### src/source/uart_pkg.sv
`default_nettype none

package uart_pkg;

   localparam int CLKS_PER_BIT = 8;                  // short bit time keeps sims quick.
   localparam int HALF_BIT     = CLKS_PER_BIT / 2;   // start edge to start sample.
   localparam int FRAME_BITS   = 11;                 // start, 8 data, parity, stop.
   localparam int CMD_BITS     = 2 * FRAME_BITS;     // high frame then low frame.

   typedef logic [7:0]  byte_t;
   typedef logic [15:0] cmd_t;
   typedef logic [4:0]  bit_cnt_t;                   // reaches CMD_BITS.

   // one spare state so the count can reach CLKS_PER_BIT itself.
   typedef logic [$clog2(CLKS_PER_BIT + 1) - 1:0] baud_cnt_t;

   typedef enum logic [2:0] {
      RX_IDLE,
      RX_START,
      RX_DATA,
      RX_PARITY,
      RX_STOP
   } rx_state_t;

endpackage

`default_nettype wire
### src/source/uart_top.sv
`timescale 1ns/100ps
`default_nettype none

module uart_top (
   input  wire                  clk,
   input  wire                  rst_n,
   input  wire uart_pkg::cmd_t  cmd_in,
   input  wire                  cmd_vld,
   output wire                  cmd_rdy,
   output wire                  tx,
   input  wire                  rx,
   output wire uart_pkg::byte_t read_data,
   output wire                  read_rdy,
   output wire                  frame_err
);

   // command side sends two frames per accepted word.
   uart_tx u_tx (
      .clk     (clk),
      .rst_n   (rst_n),
      .cmd_in  (cmd_in),
      .cmd_vld (cmd_vld),
      .cmd_rdy (cmd_rdy),
      .tx      (tx)
   );

   // receive side runs on its own and strobes each byte out.
   uart_rx u_rx (
      .clk       (clk),
      .rst_n     (rst_n),
      .rx        (rx),
      .read_data (read_data),
      .read_rdy  (read_rdy),
      .frame_err (frame_err)
   );

endmodule

`default_nettype wire

### src/source/uart_rx.sv
`timescale 1ns/100ps
`default_nettype none

module uart_rx (
   input  wire              clk,
   input  wire              rst_n,
   input  wire              rx,
   output uart_pkg::byte_t  read_data,
   output logic             read_rdy,
   output logic             frame_err
);

   import uart_pkg::*;

   logic      rx_meta;
   logic      rx_sync;
   logic      rx_prev;
   logic      rx_fall;
   rx_state_t state;
   baud_cnt_t baud_cnt;
   logic [2:0] data_cnt;
   byte_t     data_sr;
   logic      parity_bit;
   logic      half_end;
   logic      bit_end;
   logic      stop_sample;

   // two-flop synchronizer plus one flop for edge detection.
   always_ff @(posedge clk or negedge rst_n)
   begin
      if (!rst_n)
      begin
         rx_meta <= 1'b1;
         rx_sync <= 1'b1;
         rx_prev <= 1'b1;
      end
      else
      begin
         rx_meta <= rx;
         rx_sync <= rx_meta;
         rx_prev <= rx_sync;
      end
   end

   assign rx_fall     = rx_prev & ~rx_sync;
   assign half_end    = (baud_cnt == baud_cnt_t'(HALF_BIT - 1));
   assign bit_end     = (baud_cnt == baud_cnt_t'(CLKS_PER_BIT - 1));
   assign stop_sample = (state == RX_STOP) && bit_end;

   always_ff @(posedge clk or negedge rst_n)
   begin
      if (!rst_n)
      begin
         state    <= RX_IDLE;
         baud_cnt <= '0;
         data_cnt <= '0;
      end
      else
      begin
         case (state)
            RX_IDLE:
            begin
               baud_cnt <= '0;
               data_cnt <= '0;
               if (rx_fall)
               begin
                  state <= RX_START;
               end
            end
            RX_START:
            begin
               if (half_end)
               begin
                  baud_cnt <= '0;
                  state    <= rx_sync ? RX_IDLE : RX_DATA;   // high again means glitch.
               end
               else
               begin
                  baud_cnt <= baud_cnt + 1'b1;
               end
            end
            RX_DATA:
            begin
               if (bit_end)
               begin
                  baud_cnt <= '0;
                  data_cnt <= data_cnt + 1'b1;
                  if (data_cnt == 3'd7)
                  begin
                     state <= RX_PARITY;
                  end
               end
               else
               begin
                  baud_cnt <= baud_cnt + 1'b1;
               end
            end
            RX_PARITY:
            begin
               if (bit_end)
               begin
                  baud_cnt <= '0;
                  state    <= RX_STOP;
               end
               else
               begin
                  baud_cnt <= baud_cnt + 1'b1;
               end
            end
            RX_STOP:
            begin
               if (bit_end)
               begin
                  baud_cnt <= '0;
                  state    <= RX_IDLE;               // back in time for the next edge.
               end
               else
               begin
                  baud_cnt <= baud_cnt + 1'b1;
               end
            end
            default:
            begin
               state <= RX_IDLE;
            end
         endcase
      end
   end

   always_ff @(posedge clk)
   begin
      if ((state == RX_DATA) && bit_end)
      begin
         data_sr <= {data_sr[6:0], rx_sync};         // msb arrives first.
      end
      if ((state == RX_PARITY) && bit_end)
      begin
         parity_bit <= rx_sync;
      end
      if (stop_sample)
      begin
         read_data <= data_sr;
      end
   end

   // even ones over data and parity, or a low stop, flags the byte.
   always_ff @(posedge clk or negedge rst_n)
   begin
      if (!rst_n)
      begin
         read_rdy  <= 1'b0;
         frame_err <= 1'b0;
      end
      else
      begin
         read_rdy  <= stop_sample;
         frame_err <= stop_sample & ((~^{data_sr, parity_bit}) | ~rx_sync);
      end
   end

endmodule

`default_nettype wire

### src/source/uart_tx.sv
`timescale 1ns/100ps
`default_nettype none

module uart_tx (
   input  wire                 clk,
   input  wire                 rst_n,
   input  wire uart_pkg::cmd_t cmd_in,
   input  wire                 cmd_vld,
   output logic                cmd_rdy,
   output logic                tx
);

   import uart_pkg::*;

   byte_t               hi_byte;
   byte_t               lo_byte;
   logic                par_hi;
   logic                par_lo;
   logic [CMD_BITS-1:0] frame;
   logic [CMD_BITS-2:0] shift_reg;
   baud_cnt_t           baud_cnt;
   bit_cnt_t            bit_cnt;
   logic                accept;
   logic                bit_end;
   logic                last_bit;

   assign hi_byte = cmd_in[15:8];
   assign lo_byte = cmd_in[7:0];

   assign par_hi = ~^hi_byte;                        // odd parity.
   assign par_lo = ~^lo_byte;

   // high byte leaves first and each byte goes msb first.
   assign frame = {1'b0, hi_byte, par_hi, 1'b1,
                   1'b0, lo_byte, par_lo, 1'b1};

   assign accept   = cmd_vld & cmd_rdy;
   assign bit_end  = (baud_cnt == baud_cnt_t'(CLKS_PER_BIT - 1));
   assign last_bit = (bit_cnt == bit_cnt_t'(CMD_BITS - 1));

   always_ff @(posedge clk or negedge rst_n)
   begin
      if (!rst_n)
      begin
         cmd_rdy <= 1'b1;
      end
      else if (accept)
      begin
         cmd_rdy <= 1'b0;
      end
      else if (!cmd_rdy && bit_end && last_bit)
      begin
         cmd_rdy <= 1'b1;                            // stop bit of low frame done.
      end
   end

   always_ff @(posedge clk or negedge rst_n)
   begin
      if (!rst_n)
      begin
         baud_cnt <= '0;
      end
      else if (cmd_rdy || bit_end)
      begin
         baud_cnt <= '0;
      end
      else
      begin
         baud_cnt <= baud_cnt + 1'b1;
      end
   end

   always_ff @(posedge clk or negedge rst_n)
   begin
      if (!rst_n)
      begin
         bit_cnt <= '0;
      end
      else if (cmd_rdy)
      begin
         bit_cnt <= '0;
      end
      else if (bit_end)
      begin
         bit_cnt <= last_bit ? '0 : bit_cnt + 1'b1;
      end
   end

   always_ff @(posedge clk)
   begin
      if (accept)
      begin
         shift_reg <= frame[CMD_BITS-2:0];
      end
      else if (!cmd_rdy && bit_end)
      begin
         shift_reg <= {shift_reg[CMD_BITS-3:0], 1'b1};   // ones fill behind.
      end
   end

   // tx takes the start bit right at acceptance, so it lines up with cmd_rdy.
   always_ff @(posedge clk or negedge rst_n)
   begin
      if (!rst_n)
      begin
         tx <= 1'b1;
      end
      else if (accept)
      begin
         tx <= frame[CMD_BITS-1];
      end
      else if (!cmd_rdy && bit_end)
      begin
         tx <= shift_reg[CMD_BITS-2];               // idles high after the last bit.
      end
   end

endmodule

`default_nettype wire

### config.mk
export PLATFORM = sky130hd
export DESIGN_NAME = uart_top
export DESIGN_NICKNAME = d
export VERILOG_FILES = /design/src/source/uart_pkg.sv /design/src/source/uart_top.sv /design/src/source/uart_rx.sv /design/src/source/uart_tx.sv
export SDC_FILE = /design/constraint.sdc
export NUM_CORES = 1
export LEC_CHECK = 0
export ABC_AREA = 1
export BUFFER_PORTS_ARGS = -buffer_cell sky130_fd_sc_hd__buf_2
export CAP_MARGIN = 30
export CORE_ASPECT_RATIO = 0.8
export CORE_MARGIN = 2
export CORE_UTILIZATION = 30
export CTS_CLUSTER_DIAMETER = 120
export CTS_CLUSTER_SIZE = 8
export DETAILED_ROUTE_END_ITERATION = 10
export MAX_ROUTING_LAYER = met4
export PLACE_DENSITY = 0.44
export SYNTH_ARGS = -nofsm -noshare
export SYNTH_HDL_FRONTEND = slang
export SYNTH_SLANG_ARGS = --single-unit
### constraint.sdc
create_clock -name clk -period 3.6 [get_ports clk]
set_clock_uncertainty 0.1 [all_clocks]
set_input_delay 0.72 -clock clk [delete_from_list [all_inputs] [get_ports clk]]
set_output_delay 0.72 -clock clk [all_outputs]
set_load 0.005 [all_outputs]
Word level (Yosys, flattened, before mapping). Index checks and enable logic that the tools add are counted.

Register bits after elaboration: 63. Input bits: 20. Output and inout bits: 12. Logic and storage cells: 83.

$add $sub $neg: 4. Equal/unequal tests: 15. Muxes and demuxes: 23. Bitwise operators: 5. Reductions and logical operators: 19.

Operators by type and width (count): $mux W21 (2); $mux W3 (7); $reduce_xnor A8 Y1 (2); $mux W5 (3); $pmux W3 S5 (1); $mux W4 (3); $ne A2 B1 Y1 const B (6); $pmux W4 S3 (1); $reduce_xnor A9 Y1 (1); $add A4 B1 Y4 const B (2); $eq A4 B3 Y1 const B (2); $reduce_bool A2 Y1 (4); $eq A3 B2 Y1 const B (2); $eq A3 B3 Y1 const B (2); $pmux W3 S2 (1); $reduce_and A6 Y1 (1); $add A5 B1 Y5 const B (1); $eq A5 B5 Y1 const B (1); $logic_and A1 B1 Y1 (5); $eq A4 B2 Y1 const B (1); $mux W1 (4); $add A3 B1 Y3 const B (1); $and A1 B1 Y1 (3); $eq A3 B1 Y1 const B (1); other kinds (9) (9).

Longest topological paths before layout. Gate-level depths: netlist of run 1.

Word-level depth: 5. Gate-level depth with buffers: 11. Gate-level depth less buffers: 11.

By module. A second synthesis of run 1 with hierarchy kept.

Cell total of the unflattened synthesis: 322. Area total of the unflattened synthesis: 3056.7 um^2.

Modules (own cells, without submodules): uart_tx (instances 1, cells each 205, area each 1681.6 um^2, seq. area each 858.3 um^2); uart_rx (instances 1, cells each 117, area each 1375.1 um^2, seq. area each 889.6 um^2).

Worst setup path before layout of run 1. No wires, ideal clock.

Path type: register -> register. Start point: register u_rx.baud_cnt[0]. End point: register u_rx.data_sr[0] (enable). Setup time: 0.375 ns. Arrival: 1.306 ns. Required time: 3.125 ns. Slack: 1.819 ns. Cell stages (with the launch flop): 6. Buffers on the path: 0. Clock period less this slack: 1.781 ns. Path through: dfrtp_1 > ha_1 > nand2_2 > nor2_4 > inv_1 > nor2_1.

Word-level cells in the longest chain between the ends: 2.

Ends and longest elaborated chain: from (decl) (line uart_rx.sv:20) `baud_cnt_t baud_cnt;`; from (signal assigned) (line uart_rx.sv:79) `baud_cnt <= baud_cnt + 1'b1;`; from (signal assigned) (line uart_rx.sv:95) `baud_cnt <= baud_cnt + 1'b1;`; from (signal assigned) (line uart_rx.sv:107) `baud_cnt <= baud_cnt + 1'b1;`; $eq A4 B3 Y1 (line uart_rx.sv:47) `assign bit_end = (baud_cnt == baud_cnt_t'(CLKS_PER_BIT - 1));`; $logic_and A1 B1 Y1 (line uart_rx.sv:132) `if ((state == RX_DATA) && bit_end)`; to (signal assigned) (line uart_rx.sv:134) `data_sr <= {data_sr[6:0], rx_sync};`; to (decl) (line uart_rx.sv:22) `byte_t data_sr;`.

Every way passes these cells. A chain may end at the register's enable or synchronous reset.

Final worst setup path of run 1.
Start point: register u_rx.baud_cnt[0]. End point: register u_rx.read_data[2] (enable).

Word-level cells in the longest chain between the ends: 2.

Ends and longest elaborated chain: $eq A4 B3 Y1 (line uart_rx.sv:47); $logic_and A1 B1 Y1 (line uart_rx.sv:48) `assign stop_sample = (state == RX_STOP) && bit_end;`; via u_rx.stop_sample (line uart_rx.sv:26) `logic stop_sample;`; to (signal assigned) (line uart_rx.sv:142) `read_data <= data_sr;`; to (decl) (line uart_rx.sv:8) `output uart_pkg::byte_t read_data,`.

The timed path passes the listed nets, and every way through them passes these cells.

==> flow_summary.ini, run 1 <==
[run_status]
status = completed

[yosys]
yosysMostFrequentCell = nand2_1
ys.warnings.count = 0
ys_seq_elements = 63
synth_nets = 278
synth_top_area_share_pct = 37.2
synthTopCellsByCount = 47 x nand2_1, 35 x edfxtp_1, 28 x inv_1, 21 x dfrtp_1, 18 x a22o_1
yosys.area.top_type = edfxtp_1
ys.flop_type = edfxtp_1
synthTopCellsByArea = edfxtp_1 37%, dfrtp_1 19%, nand2_1 6.2%
syn-cell-area_mm2 = 0.00282
syn_area_per_cell_um2 = 11.2
synth-seq-area-share_pct = 61.9
syn-instance-count = 252
synth_cell_types = 31
ys_async_sr_fraction_pct = 41.3
synth_edf_count = 35

[pwr]
leakage_nw = 1.46
max-vdd-ir-drop_mv = 0.304
power_density_mw_per_mm2 = 690

[job]
drv_cap = 0

[global_routing]
grt_start_max_net_pins = 27
antenna_found_initial = 0
grt_pass1_wl_mm = 8.72
grt_pass1_vias = 1757
gr-total-overflow = 0
grt-busiest-layer = met2
grt_util_met1_pct = 15.2
globalRouteMet3Util_pct = 3.69
met2_usage_pct = 15.3
grt_usage_pct = 11.3

[routing]
drt_iter0_drc = 117
first_pass_iters = 4
wl_per_cell_um = 12.6
drc_errors = 0
viasPerCell = 4.55
via_count = 1868
drt-total-wl_mm = 5.17
ant_nets = 0

[placed_design]
placed_area_mm2 = 0.00311
place.gp.congestion = 0.726
post-place-ws_ns = 1.40
io_buffers = 31
hpwl_mm = 3.43

[worst_setup_path]
crit_family = simple AND/OR/NAND/NOR gates
critPathSlowestCell = nor2_1
r2r-start = u_rx.baud_cnt[0]
crit_buf_inv = 1
crit_chain = ha_1, nand2_2, nor2_4, inv_1, nor2_1
worstPathRequired_ns = 3.45
crit_start = u_rx.baud_cnt[0]
critical_path_class = flip-flop to flip-flop
worstPathMaxFanout = 10
cp.arrival_ns = 1.94
endpoint_kind = flip-flop
start_kind = flip-flop
max_stage_delay_ns = 0.65

[clocking]
cts_max_path_buffers = 2
cts_hold_buf = 0
clk_pin_slew_ns = 0.05
cts.sinks = 63
cts_made_buffers = 9
cts.repair.resized = 0
htreeDepth = 3
cts_tree = built
postCtsSetupBuffers = 0
clock-root-buffer = clkbuf_16
clkLatencyLatePin_ns = 0.33

[floorplan]
fp.dieW_um = 112
rows = 31
die_h_um = 90.8
die-area_mm2 = 0.0102
core_area_mm2 = 0.00911
initial_core_util_pct = 31.0
ios = 32

[sta]
tightest_slew_ns = 0.840
maxSlewHeadroom_pct = 43.8
setup_viol_count_final = 0
fin_setup_tns_ns = 0
finalCriticalPeriod_ns = 2.08
rsz0062_at_grt = false
drv_slew = 0
finalHoldViolCount = 0
fmax_mhz = 480
fin_ws_ns = 1.52
finalCritPeriodShare_pct = 57.9

[cells_and_area]
fin_area_mm2 = 0.00342
insertedDiodeCount = 0
area_growth_pct = 21.1
largest_register_ffs = 20
utilization_pct = 37.5
fin_nets = 317
drive_gt1_share_pct = 20.3

[min_path]
min-delay-start = u_rx.rx_meta
min_path_type = flip-flop to flip-flop
==> cell usage in the layout, fill, tap and decap left out, types with 2 or more instances in the layout <==
cell,netlist,routed
a21oi_1,5,5
a22o_1,18,18
buf_2,2,31
bufinv_16,0,2
clkbuf_16,0,9
clkinv_1,1,2
dfrtp_1,21,21
dfstp_2,5,5
dfxtp_1,2,2
edfxtp_1,35,35
ha_1,6,6
inv_1,28,28
nand2_1,47,47
nand2_2,4,4
nand3_1,13,13
nand4_1,3,3
nor2_1,14,14
nor2_2,2,2
o21ai_0,7,7
o21ai_1,2,2
o22ai_1,7,7
xnor2_1,13,13
xor2_1,7,7
==> final timing paths <==
path                                      to  slack [ns]  cells after the start
max in group asynchronous   u_rx.data_cnt[1]        2.71                      1
min                             u_rx.rx_sync        0.25                      0
min in group asynchronous   u_rx.data_cnt[0]        0.30                      1
max reg2reg                u_rx.read_data[2]        1.52                      5
max                        u_rx.read_data[2]        1.52                      5
min reg2reg                     u_rx.rx_sync        0.25                      0
==> kinds of logic after synthesis <==
kind of cell	synth area share [%]
xor gates and xnor gates	6.20
buffers and inverters	4.61
adders and majority gates	2.66
DFF	61.9
AOI/OAI and AO/OA	10.5
and+or+nand+nor	14.2
==> metrics by stage <==
step / hold WS (ns) / instances / total power [W]
detailed placement: 0.247 / 395 / 0.00146
global route: 0.256 / 411 / 0.00250
global placement: 0.247 / 395 / 0.00146
floorplan: 0.245 / 252 / 0.00134
CTS: 0.255 / 411 / 0.00239
finish: 0.254 / 411 / 0.00236
==> final cells by class <==
type,count,area (um2)
Tap cell,115,144
Clock inverter,6,85.1
Inverter,30,113
Sequential cell,63,1750
Fill cell,885,5700
Timing Repair Buffer,31,155
Multi-Input combinational cell,156,946
Clock buffer,10,229
==> layer usage <==
metal	part of all wire [%]	vias to the layer above	wire length, um
met2	43	34	2200
met3	4.2	11	217
met1	51	881	2660
met5	0	-	0
li1	-	942	-
met4	1.8	0	95
==> where the power goes <==
group / switching (W) / leakage, nW / internal [W]
clock: 0.000311 / 0.150 / 0.000603
sequential: 0.0000935 / 0.668 / 0.000912
combinational: 0.000266 / 0.647 / 0.000173
total: 0.000671 / 1.46 / 0.00169
No activity file was read; power rests on OpenSTA's default activity.
==> run 2, diff against run 1 <==
==> constraint.sdc (replaced) <==
create_clock -name clk -period 2.1 [get_ports clk]
set_clock_uncertainty 0.1 [all_clocks]
set_input_delay 0.42 -clock clk [delete_from_list [all_inputs] [get_ports clk]]
set_output_delay 0.42 -clock clk [all_outputs]
set_load 0.005 [all_outputs]
==> flow_summary.ini, run 2 (synthesis gave the netlist of run 1 again) <==
[run_status]
status = finished with violations
violations = negative hold slack

[sta]
drv_slew = 0
fmax_mhz = 592
finalHoldViolCount = 2
finalCriticalPeriod_ns = 1.69
setup_viol_count_final = 0
finalCritPeriodShare_pct = 80.4
rsz0062_at_grt = false
fin_setup_tns_ns = 0
maxSlewHeadroom_pct = 59.6
hold_ws_ns = -0.00210
tightest_slew_ns = 0.606

[cells_and_area]
area_growth_pct = 22.2
largest_register_ffs = 20
fin_area_mm2 = 0.00345
layout_commonest_cell = nand2_1
insertedDiodeCount = 0
drive_gt1_share_pct = 21.0
layout_common_cells = 47 x nand2_1, 35 x edfxtp_1, 31 x buf_2, 28 x inv_1, 21 x dfrtp_1
utilization_pct = 37.9
fin_nets = 321

[placed_design]
placed_area_mm2 = 0.00314
hpwl_mm = 3.35
io_buffers = 31
place.gp.congestion = 0.771

[global_routing]
grt_usage_pct = 11.0
gr-total-overflow = 0
grt_pass1_wl_mm = 8.51
antenna_found_initial = 0
grt_pass1_vias = 1787
grt_start_max_net_pins = 27

[clocking]
clk_pin_slew_ns = 0.05
htreeDepth = 3
cts.sinks = 63
cts_hold_buf = 0
cts_max_path_buffers = 2
postCtsSetupBuffers = 0
cts_tree = built
clock-root-buffer = clkbuf_16
clkLatencyLatePin_ns = 0.33
cts.repair.resized = 0
cts_made_buffers = 9

[routing]
ant_nets = 0
highest_layer = met4
wl_met1_mm = 2.49
wl_met2_mm = 2.18
drc_errors = 0
drt-total-wl_mm = 5.01
drt_iter0_drc = 95
wl_per_cell_um = 12.1
met3_length_um = 242
first_pass_iters = 4
via_count = 1858
viasPerCell = 4.48

[worst_setup_path]
start_kind = flip-flop
crit_buf_inv = 2
max_stage_delay_ns = 0.40
worstPathMaxFanout = 10
endpoint_kind = flip-flop
crit_family = flip-flops
cp.arrival_ns = 1.61
critPathSlowestCell = dfrtp_1
worstPathRequired_ns = 2.02
crit_chain = ha_1, nand2_2, nor2_4, inv_1, nor2_1, buf_4
critical_path_class = flip-flop to flip-flop

[floorplan]
die-area_mm2 = 0.0102
initial_core_util_pct = 31.0
core_area_mm2 = 0.00911
ios = 32
rows = 31
fp.dieW_um = 112
die_h_um = 90.8

[min_path]
min_path_type = input pin to async pin

[pwr]
max-vdd-ir-drop_mv = 0.895
leakage_nw = 1.49
power_density_mw_per_mm2 = 1170

[job]
drv_cap = 0
run 2: cell types whose count changed in the layout (fill, tap and decap cells not counted):
cell | before | now
clkbuf_1 | 1 | 2
clkinvlp_4 | 1 | 0
buf_4 | 0 | 4
clkbuf_8 | 0 | 1
clkinv_4 | 1 | 0
run 2: per-layer routing:
metal	track usage [%]	vias to the layer above
met1	14.3	862
met2	15.2	34
met5	-	-
met3	4.70	9
li1	-	953
met4	4.57	0
run 2: final timing paths:
kind                             startpoint          endpoint  slack, ns  cells past startpoint
max in group asynchronous             rst_n  u_rx.data_cnt[2]       1.49                      1
min in group clk                         rx      u_rx.rx_meta       0.10                      1
max reg2reg                u_rx.baud_cnt[0]   u_rx.data_sr[4]       0.41                      6
min                                   rst_n  u_rx.baud_cnt[0]     -0.002                      1
min reg2reg                    u_rx.rx_meta      u_rx.rx_sync       0.25                      0
max                        u_rx.baud_cnt[0]   u_rx.data_sr[4]       0.41                      6
run 2: final cells by class:
| cell class | instances | area [um2] |
|---|---|---|
| inverter | 30 | 113 |
| fill | 873 | 5660 |
| multi-input combinational | 156 | 946 |
| clock inverter | 4 | 68.8 |
| timing repair buffer | 35 | 185 |
| clock buffer | 12 | 246 |
| tap | 115 | 144 |
| sequential | 63 | 1750 |
run 2: report_power, final:
| part | total [W] | internal [W] | leakage, nW | switching, W |
|---|---|---|---|---|
| Clock | 0.00156 | 0.00106 | 0.154 | 0.000498 |
| Sequential | 0.00172 | 0.00156 | 0.668 | 0.000162 |
| Combinational | 0.000748 | 0.000302 | 0.669 | 0.000446 |
run 2: through the flow:
stage | setup WS, ns | instances | hold slack (ns) | power (W)
floorplan | 0.319 | 252 | 0.0244 | 0.00230
global placement | 0.422 | 399 | 0.247 | 0.00251
detailed placement | 0.400 | 399 | 0.248 | 0.00251
CTS | 0.397 | 415 | 0.0188 | 0.00410
global route | 0.248 | 415 | 0.0421 | 0.00429
finish | 0.411 | 415 | -0.00210 | 0.00404
run 2: worst reg2reg max path, stage by stage, from the launching register on:
cell     delay, ns
dfrtp_1       0.40
ha_1          0.23
nand2_2       0.09
nor2_4        0.15
inv_1         0.11
nor2_1        0.11
buf_4         0.19
